### config.mk
export PLATFORM = sky130hd
export DESIGN_NAME = immu_translate_flat
export DESIGN_NICKNAME = d
export VERILOG_FILES = /design/src/hw/immu_pkg.sv /design/src/hw/tlb_lookup_if.sv /design/src/hw/immu_translate.sv /design/src/flat_wrapper.sv
export SDC_FILE = /design/constraint.sdc
export NUM_CORES = 1
export LEC_CHECK = 0
export BUFFER_PORTS_ARGS = -buffer_cell sky130_fd_sc_hd__buf_4
export CORE_AREA = 10 10 197 199
export CTS_BUF_LIST = sky130_fd_sc_hd__clkbuf_4
export DETAILED_ROUTE_END_ITERATION = 8
export DIE_AREA = 0 0 207 209
export PLACE_DENSITY_LB_ADDON = 0.25
export SYNTH_ARGS = -nofsm -noshare
export SYNTH_HDL_FRONTEND = slang
export SYNTH_SLANG_ARGS = --single-unit
### constraint.sdc
create_clock -name clk -period 6.3 [get_ports clk]
set_clock_uncertainty 0.1 [all_clocks]
set_input_delay 1.26 -clock clk [delete_from_list [all_inputs] [get_ports clk]]
set_output_delay 1.26 -clock clk [all_outputs]
set_load 0.01 [all_outputs]
### src/hw/immu_pkg.sv
package immu_pkg;

    //************************************************************
    // word widths
    //************************************************************
    localparam int VADDR_W = 64;
    localparam int PTE_W   = 128;
    localparam int ASID_W  = 16;

    //************************************************************
    // pte / tlb entry layout
    //************************************************************
    localparam int PTE_LVL_LSB  = 0;
    localparam int PTE_LVL_MSB  = 2;

    // virtual page tag with vpn2 at the top
    localparam int PTE_TAG_MSB  = 57;
    localparam int PTE_TAG_LSB  = 31;

    localparam int PTE_X        = 61;
    localparam int PTE_U        = 62;
    localparam int PTE_G        = 63;

    localparam int PTE_PPN_MSB  = 111;
    localparam int PTE_PPN_LSB  = 68;

    localparam int PTE_ASID_MSB = 127;
    localparam int PTE_ASID_LSB = 112;

    // page level codes
    localparam logic [2:0] LVL_4K = 3'd0;
    localparam logic [2:0] LVL_2M = 3'd1;
    localparam logic [2:0] LVL_1G = 3'd2;

    //************************************************************
    // privilege and satp
    //************************************************************
    localparam logic [1:0] PRV_M     = 2'd3;
    localparam logic [3:0] SATP_BARE = 4'd0;

    // bits above this one must copy it in sv39
    localparam int VA_SIG_MSB = 38;

endpackage

### src/hw/tlb_lookup_if.sv
`timescale 1ns/100ps

interface tlb_lookup_if import immu_pkg::*; ();

    // lookup side
    logic [VADDR_W-1:0] vaddr;
    logic [ASID_W-1:0]  asid;
    logic               lookup_take;

    // refill from walker
    logic               fill;
    logic [PTE_W-1:0]   fill_pte;

    // result
    logic               hit;
    logic [PTE_W-1:0]   entry;

    modport array (
        input  vaddr,
        input  asid,
        input  lookup_take,
        input  fill,
        input  fill_pte,
        output hit,
        output entry
    );

    modport reader (
        input  hit,
        input  entry
    );

endinterface

### src/hw/immu_translate.sv
`timescale 1ns/100ps

module immu_translate import immu_pkg::*; (
    input  logic               clk,
    input  logic               rst_n,
    input  logic               flush_flag,
    input  logic [1:0]         current_priv_status,
    input  logic [3:0]         satp_mode,
    input  logic               mmu_fifo_valid,
    output logic               mmu_fifo_ready,
    input  logic [VADDR_W-1:0] vaddr,
    input  logic [PTE_W-1:0]   pte,
    input  logic               walk_resp,
    input  logic               walk_error,
    tlb_lookup_if.reader       hit_4k,
    tlb_lookup_if.reader       hit_sp,
    output logic               miss,
    output logic               advance,
    output logic               paddr_valid,
    input  logic               paddr_ready,
    output logic [VADDR_W-1:0] paddr,
    output logic               paddr_error
);

    logic               bypass;
    logic               canonical;
    logic               any_hit;
    logic               accept;
    logic [PTE_W-1:0]   sel;
    logic [2:0]         lvl;
    logic [PTE_PPN_MSB-PTE_PPN_LSB:0] ppn;
    logic [VADDR_W-1:0] paddr_d;
    logic               error_d;

    assign bypass = (current_priv_status == PRV_M) || (satp_mode == SATP_BARE);

    // upper bits all equal to bit 38
    assign canonical = (&vaddr[VADDR_W-1:VA_SIG_MSB]) || !(|vaddr[VADDR_W-1:VA_SIG_MSB]);

    assign any_hit = hit_4k.hit || hit_sp.hit;

    //************************************************************
    // entry select and address formation
    //************************************************************
    always_comb begin
        if (hit_4k.hit) begin
            sel = hit_4k.entry;
        end else if (hit_sp.hit) begin
            sel = hit_sp.entry;
        end else begin
            sel = pte;
        end
    end

    assign lvl = sel[PTE_LVL_MSB:PTE_LVL_LSB];
    assign ppn = sel[PTE_PPN_MSB:PTE_PPN_LSB];

    always_comb begin
        if (bypass) begin
            paddr_d = vaddr;
        end else begin
            case (lvl)
                LVL_2M:  paddr_d = {8'h0, ppn[43:9], vaddr[20:0]};
                LVL_1G:  paddr_d = {8'h0, ppn[43:18], vaddr[29:0]};
                default: paddr_d = {8'h0, ppn, vaddr[11:0]};
            endcase
        end
    end

    // no-execute, u/s mismatch, bad address or walker fault
    assign error_d = !bypass && (!canonical
                              || !sel[PTE_X]
                              || (current_priv_status[0] == sel[PTE_U])
                              || walk_error);

    //************************************************************
    // handshake
    //************************************************************
    assign advance = paddr_ready || !paddr_valid;
    assign miss    = mmu_fifo_valid && !bypass && !any_hit && canonical;
    assign accept  = mmu_fifo_valid && advance
                  && (bypass || any_hit || !canonical || walk_resp);

    assign mmu_fifo_ready = accept;

    always_ff @(posedge clk or negedge rst_n) begin
        if (!rst_n) begin
            paddr_valid <= 1'b0;
        end else if (flush_flag) begin
            paddr_valid <= 1'b0;
        end else if (advance) begin
            paddr_valid <= accept;
        end
    end

    always_ff @(posedge clk) begin
        if (accept) begin
            paddr       <= paddr_d;
            paddr_error <= error_d;
        end
    end

endmodule

### src/flat_wrapper.sv
// flat-port wrapper written by rule: the top's interface ports become plain ports
module immu_translate_flat import immu_pkg::*;
  (clk, rst_n, flush_flag, current_priv_status, satp_mode, mmu_fifo_valid, mmu_fifo_ready, vaddr, pte, walk_resp, walk_error, miss, advance, paddr_valid, paddr_ready, paddr, paddr_error, hit_4k_hit, hit_4k_entry, hit_sp_hit, hit_sp_entry);
  tlb_lookup_if hit_4k_i ();
  tlb_lookup_if hit_sp_i ();
  input  logic clk;
  input  logic rst_n;
  input  logic flush_flag;
  input  logic [1:0] current_priv_status;
  input  logic [3:0] satp_mode;
  input  logic mmu_fifo_valid;
  output logic mmu_fifo_ready;
  input  logic [VADDR_W-1:0] vaddr;
  input  logic [PTE_W-1:0] pte;
  input  logic walk_resp;
  input  logic walk_error;
  output logic miss;
  output logic advance;
  output logic paddr_valid;
  input  logic paddr_ready;
  output logic [VADDR_W-1:0] paddr;
  output logic paddr_error;
  input wire logic [$bits(hit_4k_i.hit)-1:0] hit_4k_hit;
  input wire logic [$bits(hit_4k_i.entry)-1:0] hit_4k_entry;
  input wire logic [$bits(hit_sp_i.hit)-1:0] hit_sp_hit;
  input wire logic [$bits(hit_sp_i.entry)-1:0] hit_sp_entry;
  assign hit_4k_i.hit = hit_4k_hit;
  assign hit_4k_i.entry = hit_4k_entry;
  assign hit_sp_i.hit = hit_sp_hit;
  assign hit_sp_i.entry = hit_sp_entry;
  immu_translate u_core (.clk(clk), .rst_n(rst_n), .flush_flag(flush_flag), .current_priv_status(current_priv_status), .satp_mode(satp_mode), .mmu_fifo_valid(mmu_fifo_valid), .mmu_fifo_ready(mmu_fifo_ready), .vaddr(vaddr), .pte(pte), .walk_resp(walk_resp), .walk_error(walk_error), .hit_4k(hit_4k_i), .hit_sp(hit_sp_i), .miss(miss), .advance(advance), .paddr_valid(paddr_valid), .paddr_ready(paddr_ready), .paddr(paddr), .paddr_error(paddr_error));
endmodule
==> results of run 1 <==
## registers in the layout, summed over array words and instances (netlist names)
| register | count |
|---|---|
| u_core.paddr_error | 1 |
| u_core.paddr | 64 |
| u_core.paddr_valid | 1 |
## logic make-up after synthesis
group / after synthesis / share of synthesized area, %
muxes: 68 / 19.23
xor gates and xnor gates: 2 / 0.4674
and+or+nand+nor: 108 / 12.65
AOI/OAI and AO/OA: 81 / 11.98
DFF: 66 / 52.74
buffers and inverters: 25 / 2.937
## path summary, 6_finish.rpt
path                       cells past startpoint  slack [ps]                  to          startpoint
setup / recovery                               7        1500                miss           vaddr[41]
hold / removal                                 1         430  u_core.paddr_valid               rst_n
max in group asynchronous                      1        5590  u_core.paddr_valid               rst_n
min in group clk                               2         620  u_core.paddr_valid  u_core.paddr_valid
hold reg to reg                                2         620  u_core.paddr_valid  u_core.paddr_valid
setup reg to reg                               5        3910    u_core.paddr[35]  u_core.paddr_valid
## cells in the final DEF, fill, tap and decap left out, types with 7 or more instances in the layout
| cell type | instances |
|---|---|
| buf_4 | 299 |
| edfxtp_1 | 65 |
| nand2_1 | 49 |
| mux2i_1 | 48 |
| o21ai_0 | 46 |
| nor2_1 | 30 |
| a21oi_1 | 29 |
| mux2_2 | 18 |
| and2_1 | 9 |
| clkbuf_4 | 9 |
| nor4_1 | 8 |
| diode_2 | 7 |
| nand4_1 | 7 |
## routing by layer
layer | wire (um) | share of wire (%) | up-vias | GRT usage, %
li1 | - | - | 1873 | -
met1 | 9054 | 42 | 1721 | 11.13
met2 | 9543 | 45 | 179 | 14.66
met3 | 2352 | 11 | 17 | 5.145
met4 | 326 | 1.5 | 4 | 3.599
met5 | 32 | 0.15 | - | 0
## area by class of cell
cell class / count / share of cell area [%]
Antenna cell: 7 / 0.2643
Tap cell: 461 / 8.701
Multi-Input combinational cell: 259 / 25.24
Clock inverter: 7 / 1.038
Sequential cell: 66 / 29.82
Clock buffer: 9 / 1.019
Inverter: 1 / 0.05663
Timing Repair Buffer: 299 / 33.86
## stage by stage
| step | setup slack, ps | utilization [%] | cell area [um^2] | std cells | hold slack [ps] |
|---|---|---|---|---|---|
| after floorplan | 1058 | - | 3752 | 350 | 612.0 |
| after global placement | 1472 | 18.47 | 6475 | 1086 | 622.9 |
| after detailed placement | 1456 | 18.47 | 6475 | 1086 | 631.2 |
| after CTS | 1451 | 18.86 | 6611 | 1102 | 327.1 |
| after global routing | 1295 | 18.87 | 6614 | 1103 | 340.4 |
| final | 1503 | 18.91 | 6629 | 1109 | 429.2 |
## critical path, stage by stage
cell       delay, ps
buf_4            120
nor4_1           690
nand3_1          150
a2bb2oi_1        210
nor4_1           620
and2_1           260
buf_4            130
## power by group
part	internal (W)	switching (W)
combinational	0.000184	0.000153
clock	0.000120	0.000188
sequential	0.000529	0.00000929
==> results.sh, run 1 <==
export IMPL_grt_overflow_total=0
export IMPL_syn_inst=350
export IMPL_maxSlewHeadroom_pct=47.84
export IMPL_rsz0062_at_grt="no"
export IMPL_n_fill_cell=3977
export IMPL_synth_net_count=813
export IMPL_finalHoldViolations=0
export IMPL_synthFlopType="edfxtp_1"
export IMPL_fin_crit_ps=4797
export IMPL_ys_types=29
export IMPL_grt_pass1_vias=4165
export IMPL_nNetsFinal=1099
export IMPL_tightest_slew_ps=775.3
export IMPL_grt_start_max_net_pins=71
export IMPL_p_total_w=0.001183
export IMPL_clk_latency_ps=470
export IMPL_ys_seq_area_share_pct=52.74
export IMPL_io_buffers=294
export IMPL_cts_buffers=9
export IMPL_finalSetupViolCount=0
export IMPL_ant_nets=0
export IMPL_yosys_register_bits=66
export IMPL_hold_path_class="input pin to async pin"
export IMPL_max_freq_mhz=208.5
export IMPL_setup_worst_path_start_class="input pin"
export IMPL_cts_resized=0
export IMPL_clk_path_buf_depth=2
export IMPL_wl_um=21310
export IMPL_cts_tree="yes"
export IMPL_num_rows=69
export IMPL_synth_avg_cell_area_um2=10.71
export IMPL_ctsRootBufferMaster="clkbuf_4"
export IMPL_slew_viol_final=0
export IMPL_async_flop_share_pct=1.515
export IMPL_grt_pass1_wl_um=29930
export IMPL_die_x_um=207
export IMPL_drt_initial_drc_count=131
export IMPL_power_density_nw_per_um2=178.5
export IMPL_fin_crit_sh_pct=76.14
export IMPL_drc_errors=0
export IMPL_critPathCaptureType="output port"
export IMPL_drv_cap=0
export IMPL_clock_sinks=66
export IMPL_ir_drop_mv=0.08564
export IMPL_clk_pin_slew_ps=130
export IMPL_grt_use_total_pct=9.610
export IMPL_synth_area_leader_cell="edfxtp_1"
export IMPL_synth_area_leaders="edfxtp_1 (52%), mux2i_1 (13%), o21ai_0 (6.1%)"
export IMPL_crit_required_ps=4940
export IMPL_regArea_um2=1977
export IMPL_core_area_um2=35050
export IMPL_hold_buffers=0
export IMPL_arrival_ps=3440
export IMPL_vias_per_cell=3.421
export IMPL_drive_gt1_share_pct=52.57
export IMPL_antenna_found_initial=9
export IMPL_io_pins=532
export IMPL_cts_htree_levels=3
export IMPL_cts_setup_buffers=0
export IMPL_yosys_top_cells_count="edfxtp_1 (65), nand2_1 (49), mux2i_1 (48)"
export IMPL_critPathKind="input pin to output port"
export IMPL_area_growth_syn_to_layout_pct=76.84
export IMPL_status="completed"
export IMPL_hpwl_um=17710
export IMPL_p_leak_nw=2.859
export IMPL_yosys_area_top_type_share_pct=52.07
export IMPL_wl_per_cell_um=19.21
export IMPL_multi_input_comb_area_um2=1673
export IMPL_ys_warn_count=0
export IMPL_place_congestion=0.7463
export IMPL_synth_edff_count=65
export IMPL_die_area_um2=43260
export IMPL_drt_pass1_iter_count=6
export IMPL_setup_tns_ps=0
export IMPL_dieHeight_um=209
export IMPL_netlist_area_um2=3749
export IMPL_via_count=3794
export IMPL_start_util_pct=10.69
export IMPL_yosysMostFrequentCell="edfxtp_1"
export IMPL_cp_max_fo=3
(Power assumes the default switching activity.)
==> run 2, diff against run 1 <==
- ABC_AREA: default -> 1
- CORE_AREA: 10 10 197 199 -> 10 10 196 198
- DIE_AREA: 0 0 207 209 -> 0 0 206 208
- clock period: 6.3 -> 4.3 ns (I/O delays scaled with it)
==> run 2 against run 1 <==
Synthesized cell count increased by 39%. Total power is 49% higher. Via count up 17%. Clock-buffer cell count up 1. First-iteration DRC count rose by 34%. Clock power increased by 49%. Wire length grew 6.6%. Final cell count grew 11%. Critical endpoint is now mmu_fifo_ready. Largest cell class unchanged. Largest power group unchanged.
==> results.sh, run 2 <==
export IMPL_status="completed"
export IMPL_grt_use_total_pct=10.21
export IMPL_internal_power_w=0.001216
export IMPL_cts_htree_levels=3
export IMPL_ys_warn_count=0
export IMPL_tightest_slew_ps=659.8
export IMPL_whs_path_depth=1
export IMPL_fin_cells=1236
export IMPL_pwr_share_clk_pct=25.9
export IMPL_drc_errors=0
export IMPL_finalSetupViolCount=0
export IMPL_p_switching_w=0.0005514
export IMPL_met2_usage_pct=15.73
export IMPL_ir_drop_mv=0.1279
export IMPL_layout_setup_ws_ps=1003
export IMPL_setup_tns_ps=0
export IMPL_final_common_cell="buf_4"
export IMPL_slew_viol_final=0
export IMPL_wl_um=22720
export IMPL_syn_inst=485
export IMPL_die_area_um2=42850
export IMPL_drv_cap=0
export IMPL_hpwl_um=18580
export IMPL_yosys_area_top_type_share_pct=50.67
export IMPL_arrival_ps=2340
export IMPL_io_pins=532
export IMPL_finalHoldViolations=0
export IMPL_drt_initial_drc_count=176
export IMPL_core_area_um2=34370
export IMPL_clk_pin_slew_ps=140
export IMPL_grt_overflow_total=0
export IMPL_num_rows=68
export IMPL_worstReg2RegStart="u_core.paddr_valid"
export IMPL_rsz0062_at_grt="no"
export IMPL_setup_worst_path_start_class="input pin"
export IMPL_wl_per_cell_um=18.38
export IMPL_crit_required_ps=3340
export IMPL_holdCritStartpoint="vaddr[7]"
export IMPL_critPathKind="input pin to output port"
export IMPL_place_congestion=0.7101
export IMPL_synth_area_leader_cell="edfxtp_1"
export IMPL_async_flop_share_pct=1.515
export IMPL_area_growth_syn_to_layout_pct=74.63
export IMPL_ant_nets=0
export IMPL_fin_crit_ps=3297
export IMPL_synthFlopType="edfxtp_1"
export IMPL_p_leak_nw=3.064
export IMPL_drive_gt1_share_pct=42.19
export IMPL_drt_pass1_iter_count=4
export IMPL_synth_edff_count=65
export IMPL_critPathCaptureType="output port"
export IMPL_combPwrFrac_pct=29.2
export IMPL_regMostFlops="u_core.paddr"
export IMPL_ctsRootBufferMaster="clkbuf_4"
export IMPL_fin_crit_sh_pct=76.68
export IMPL_dp_cells=1213
export IMPL_dieHeight_um=208
export IMPL_start_util_pct=11.21
export IMPL_busiest_layer="met2"
export IMPL_grt_use_met1_pct=12.08
export IMPL_cts_buffers=9
export IMPL_maxSlewHeadroom_pct=55.95
export IMPL_antenna_found_initial=6
export IMPL_reg2reg_slack_ps=2550
export IMPL_r2r_cells=4
export IMPL_yosys_register_bits=66
export IMPL_most_common_layout_cells="buf_4 (298), nand2_1 (186), edfxtp_1 (65)"
export IMPL_min_to="u_core.paddr[7]"
export IMPL_p_seq_share_pct=44.9
export IMPL_grt_start_max_net_pins=66
export IMPL_cp_max_fo=3
export IMPL_grt_pass1_wl_um=31800
export IMPL_fin_hold_ws_ps=426.0
export IMPL_die_x_um=206
export IMPL_yosys_top_cells_count="nand2_1 (186), edfxtp_1 (65), nand3_1 (44)"
export IMPL_synth_area_leaders="edfxtp_1 (51%), nand2_1 (18%), nand3_1 (5.7%)"
export IMPL_largest_register_ffs=64
export IMPL_netlist_area_um2=3852
export IMPL_ys_seq_area_share_pct=51.32
export IMPL_synth_avg_cell_area_um2=7.943
export IMPL_power_density_nw_per_um2=262.7
export IMPL_met3_usage_pct=5.454
export IMPL_cts_setup_buffers=0
export IMPL_r2r_end="u_core.paddr[12]"
export IMPL_fin_util_pct=19.57
export IMPL_vias_per_cell=3.579
export IMPL_via_count=4424
export IMPL_clk_path_buf_depth=2
export IMPL_ys_types=24
export IMPL_clock_sinks=66
export IMPL_yosysMostFrequentCell="nand2_1"
export IMPL_place_ws_ps=894.8
export IMPL_synth_net_count=948
export IMPL_swShare_pct=31.20
export IMPL_reg_top3="u_core.paddr x64, u_core.paddr_error x1, u_core.paddr_valid x1"
export IMPL_cts_tree="yes"
export IMPL_grt_pass1_vias=4785
export IMPL_nNetsFinal=1233
export IMPL_clk_latency_ps=490
export IMPL_max_freq_mhz=303.3
export IMPL_hold_path_class="input pin to register"
export IMPL_io_buffers=294
[run 2: changes by cell type after synthesis, sizes merged, moves of 12 or more]
cell,before,now
mux2,19,0
buf,11,26
o211ai,0,26
nand3,1,45
inv,1,32
clkbuf,13,1
a21oi,31,12
nand2,49,189
mux2i,49,0
[run 2: critical path, cell delays in order]
cell and delay, ps:
buf_4 120, inv_1 60, nand2_1 50, nor2_1 150
nand2_1 100, nor2_1 110, nand2_1 60, nand2_1 210
nand3_1 190, nand2_1 130, clkinv_2 130, buf_4 180
[run 2: kinds of logic after synthesis]
| group | synth area share (%) |
|---|---|
| compound gates | 12.83 |
| flops | 51.32 |
| buf+inv | 6.561 |
| simple gates | 29.30 |
[run 2: repair_timing]
item,in CTS,in global routing
gates resized for setup,0,0
hold buffers,1,0
hold endpoints to repair,1,0
[run 2: through the flow]
step                      total power (W)  area, um^2
after floorplan                  0.001009        3852
after global placement           0.001338        6570
after detailed placement         0.001341        6570
after CTS                        0.001832        6713
after global routing             0.001897        6723
final                            0.001767        6728
[run 2: worst max-delay path by stage]
stage	from	endpoint	slack, ps	depth (start not counted)
finish	vaddr[41]	mmu_fifo_ready	1000	12
global route	vaddr[41]	mmu_fifo_ready	830	12
CTS	vaddr[41]	mmu_fifo_ready	890	12
detailed placement	vaddr[41]	mmu_fifo_ready	890	12
global placement	vaddr[41]	mmu_fifo_ready	890	12
floorplan	current_priv_status[1]	mmu_fifo_ready	630	6
[run 2: cell type report]
class	count	area, um^2
Fill cell	3978	27650
Timing Repair Buffer	301	2287
Sequential cell	66	1977
Multi-Input combinational cell	360	1623
Tap cell	455	569.3
Inverter	32	123.9
Clock buffer	10	75.07
Clock inverter	6	57.56
Antenna cell	6	15.01
[run 2: routing by layer]
metal | wire, um | vias up
met1 | 9777 | 1995
met3 | 2617 | 16
met2 | 10030 | 195
li1 | - | 2214
met4 | 267 | 4
met5 | 27 | -
[run 2: power groups by stage]
stage,combinational (W),sequential (W),clock (W)
finish,0.000515,0.000794,0.000458
global route,0.000576,0.000800,0.000521
detailed placement,0.000532,0.000810,0
global placement,0.000529,0.000809,0
floorplan,0.000171,0.000838,0
CTS,0.000533,0.000796,0.000503
==> run 3, diff against run 2 <==
- clock period: 4.3 -> 2.9 ns (I/O delays scaled with it)
==> run 3 against run 2 <==
Die area did not move. Critical endpoint unchanged. Clock power rose by 30%. Highest routed layer unchanged. Largest cell class unchanged. Final cell count rose by 0.57%. Via count rose by 1.7%. Wire length rose by 0.57%. Setup slack got worse by 740 ps. Non-clock buffer count rose by 6. Critical path depth did not move. Global-route usage barely moved. Core utilization barely moved. Critical path type unchanged. Sequential power rose by 49%. Register-to-register slack got worse by 1600 ps.
==> results.sh, run 3 (synthesized netlist as in run 2, its figures left out) <==
export IMPL_wl_um=22850
export IMPL_clock_sinks=66
export IMPL_fin_crit_ps=2635
export IMPL_grt_pass1_wl_um=32060
export IMPL_crit_start="vaddr[40]"
export IMPL_die_x_um=206
export IMPL_setup_tns_ps=0
export IMPL_cp_max_fo=3
export IMPL_place_congestion=0.7538
export IMPL_grt_pass1_vias=4833
export IMPL_finalSetupViolCount=0
export IMPL_combPwrFrac_pct=30.2
export IMPL_cts_buffers=9
export IMPL_crit_required_ps=2220
export IMPL_slew_viol_final=0
export IMPL_start_util_pct=11.21
export IMPL_crit_end="mmu_fifo_ready"
export IMPL_clk_path_buf_depth=2
export IMPL_largest_register_ffs=64
export IMPL_met3_usage_pct=4.941
export IMPL_internal_power_w=0.001725
export IMPL_arrival_ps=1950
export IMPL_p_seq_share_pct=46.3
export IMPL_drv_cap=0
export IMPL_ant_nets=0
export IMPL_grt_overflow_total=0
export IMPL_layout_setup_ws_ps=265.0
export IMPL_whs_path_depth=1
export IMPL_final_common_cell="buf_4"
export IMPL_drt_initial_drc_count=137
export IMPL_busiest_layer="met2"
export IMPL_power_density_nw_per_um2=376.9
export IMPL_tightest_slew_ps=584.6
export IMPL_cts_htree_levels=3
export IMPL_drc_errors=0
export IMPL_vias_per_cell=3.619
export IMPL_io_buffers=294
export IMPL_p_leak_nw=3.066
export IMPL_r2r_cells=4
export IMPL_via_count=4499
export IMPL_dieHeight_um=208
export IMPL_max_freq_mhz=379.5
export IMPL_p_switching_w=0.0008154
export IMPL_nNetsFinal=1239
export IMPL_hold_path_class="input pin to register"
export IMPL_worstReg2RegStart="u_core.paddr_valid"
export IMPL_reg_top3="u_core.paddr x64, u_core.paddr_error x1, u_core.paddr_valid x1"
export IMPL_io_pins=532
export IMPL_rsz0062_at_grt="no"
export IMPL_met2_usage_pct=15.89
export IMPL_finalHoldViolations=0
export IMPL_maxSlewHeadroom_pct=61.02
export IMPL_num_rows=68
export IMPL_clk_latency_ps=470
export IMPL_ir_drop_mv=0.1145
export IMPL_grt_start_max_net_pins=54
export IMPL_status="completed"
export IMPL_grt_use_total_pct=10.25
export IMPL_drive_gt1_share_pct=42.44
export IMPL_place_ws_ps=54.02
export IMPL_core_area_um2=34370
export IMPL_setup_worst_path_start_class="input pin"
export IMPL_cts_tree="yes"
export IMPL_wl_per_cell_um=18.38
export IMPL_fin_util_pct=19.61
export IMPL_area_growth_syn_to_layout_pct=74.96
export IMPL_hpwl_um=18930
export IMPL_regMostFlops="u_core.paddr"
export IMPL_pwr_share_clk_pct=23.5
export IMPL_drt_pass1_iter_count=4
export IMPL_critPathCaptureType="output port"
export IMPL_grt_use_met1_pct=12.38
export IMPL_clk_pin_slew_ps=110
export IMPL_swShare_pct=32.10
export IMPL_fin_crit_sh_pct=90.86
export IMPL_antenna_found_initial=11
export IMPL_die_area_um2=42850
export IMPL_critPathKind="input pin to output port"
export IMPL_ctsRootBufferMaster="clkbuf_4"
export IMPL_r2r_end="u_core.paddr[1]"
export IMPL_reg2reg_slack_ps=950
export IMPL_most_common_layout_cells="buf_4 (305), nand2_1 (185), edfxtp_1 (65)"
-- run 3: cell types whose count changed in the layout (fill, tap and decap cells not counted), moves of 2 or more --
cell,before,now
buf_4,298,305
clkinv_1,0,2
diode_2,6,8
clkinv_2,5,1
-- run 3: worst max-delay path, cell delays in order --
cell	delay, ps
buf_4	110
inv_1	60
nand2_1	50
nor2_1	110
nand2_1	80
nor2_1	130
nand2_1	80
nand2_2	120
nand3_1	100
nand2_1	150
clkinvlp_4	170
buf_4	180
-- run 3: layout make-up --
class / instances / area (um^2)
fill: 3944 / 27630
clock inverter: 4 / 20.02
clock buffer: 11 / 82.58
timing repair buffer: 307 / 2320
inverter: 32 / 126.4
tap: 455 / 569.3
multi-input combinational: 360 / 1625
sequential: 66 / 1977
antenna: 8 / 20.02
-- run 3: power by group through the flow --
stage	Combinational [W]	Clock, W	Sequential (W)
floorplan	0.000254	0	0.00124
global placement	0.000788	0	0.00120
detailed placement	0.000789	0	0.00120
CTS	0.000791	0.000648	0.00118
global route	0.000852	0.000686	0.00119
finish	0.000767	0.000597	0.00118
-- run 3: how the worst min path moves through the flow --
stage	from	endpoint	slack (ps)
after CTS	vaddr[8]	u_core.paddr[8]	140
after global routing	vaddr[2]	u_core.paddr[2]	120
after global placement	rst_n	u_core.paddr_valid	260
after floorplan	rst_n	u_core.paddr_valid	180
after detailed placement	rst_n	u_core.paddr_valid	260
final	vaddr[1]	u_core.paddr[1]	190
-- run 3: stage by stage --
step	std cells	total power [W]	hold slack (ps)	area (um^2)
2_1_floorplan	485	0.001496	184.4	3856
3_3_place_gp	1219	0.001984	255.9	6605
3_5_place_dp	1219	0.001987	255.8	6605
4_1_cts	1235	0.002617	135.1	6718
5_1_grt	1237	0.002724	122.7	6725
6_report	1243	0.002540	194.5	6740
-- run 3: repair_timing --
item                                   4_1_cts  5_1_grt
gates resized for setup                      0        1
hold buffers                                 1        0
setup endpoints to repair                    0        1
endpoints found under the hold margin        1        0
setup buffers                                0        0
-- run 3: per-layer routing --
| metal | part of all wire (%) | vias to the layer above |
|---|---|---|
| met1 | 43 | 2054 |
| met5 | 0.23 | - |
| li1 | - | 2233 |
| met3 | 11 | 12 |
| met2 | 45 | 194 |
| met4 | 0.80 | 6 |
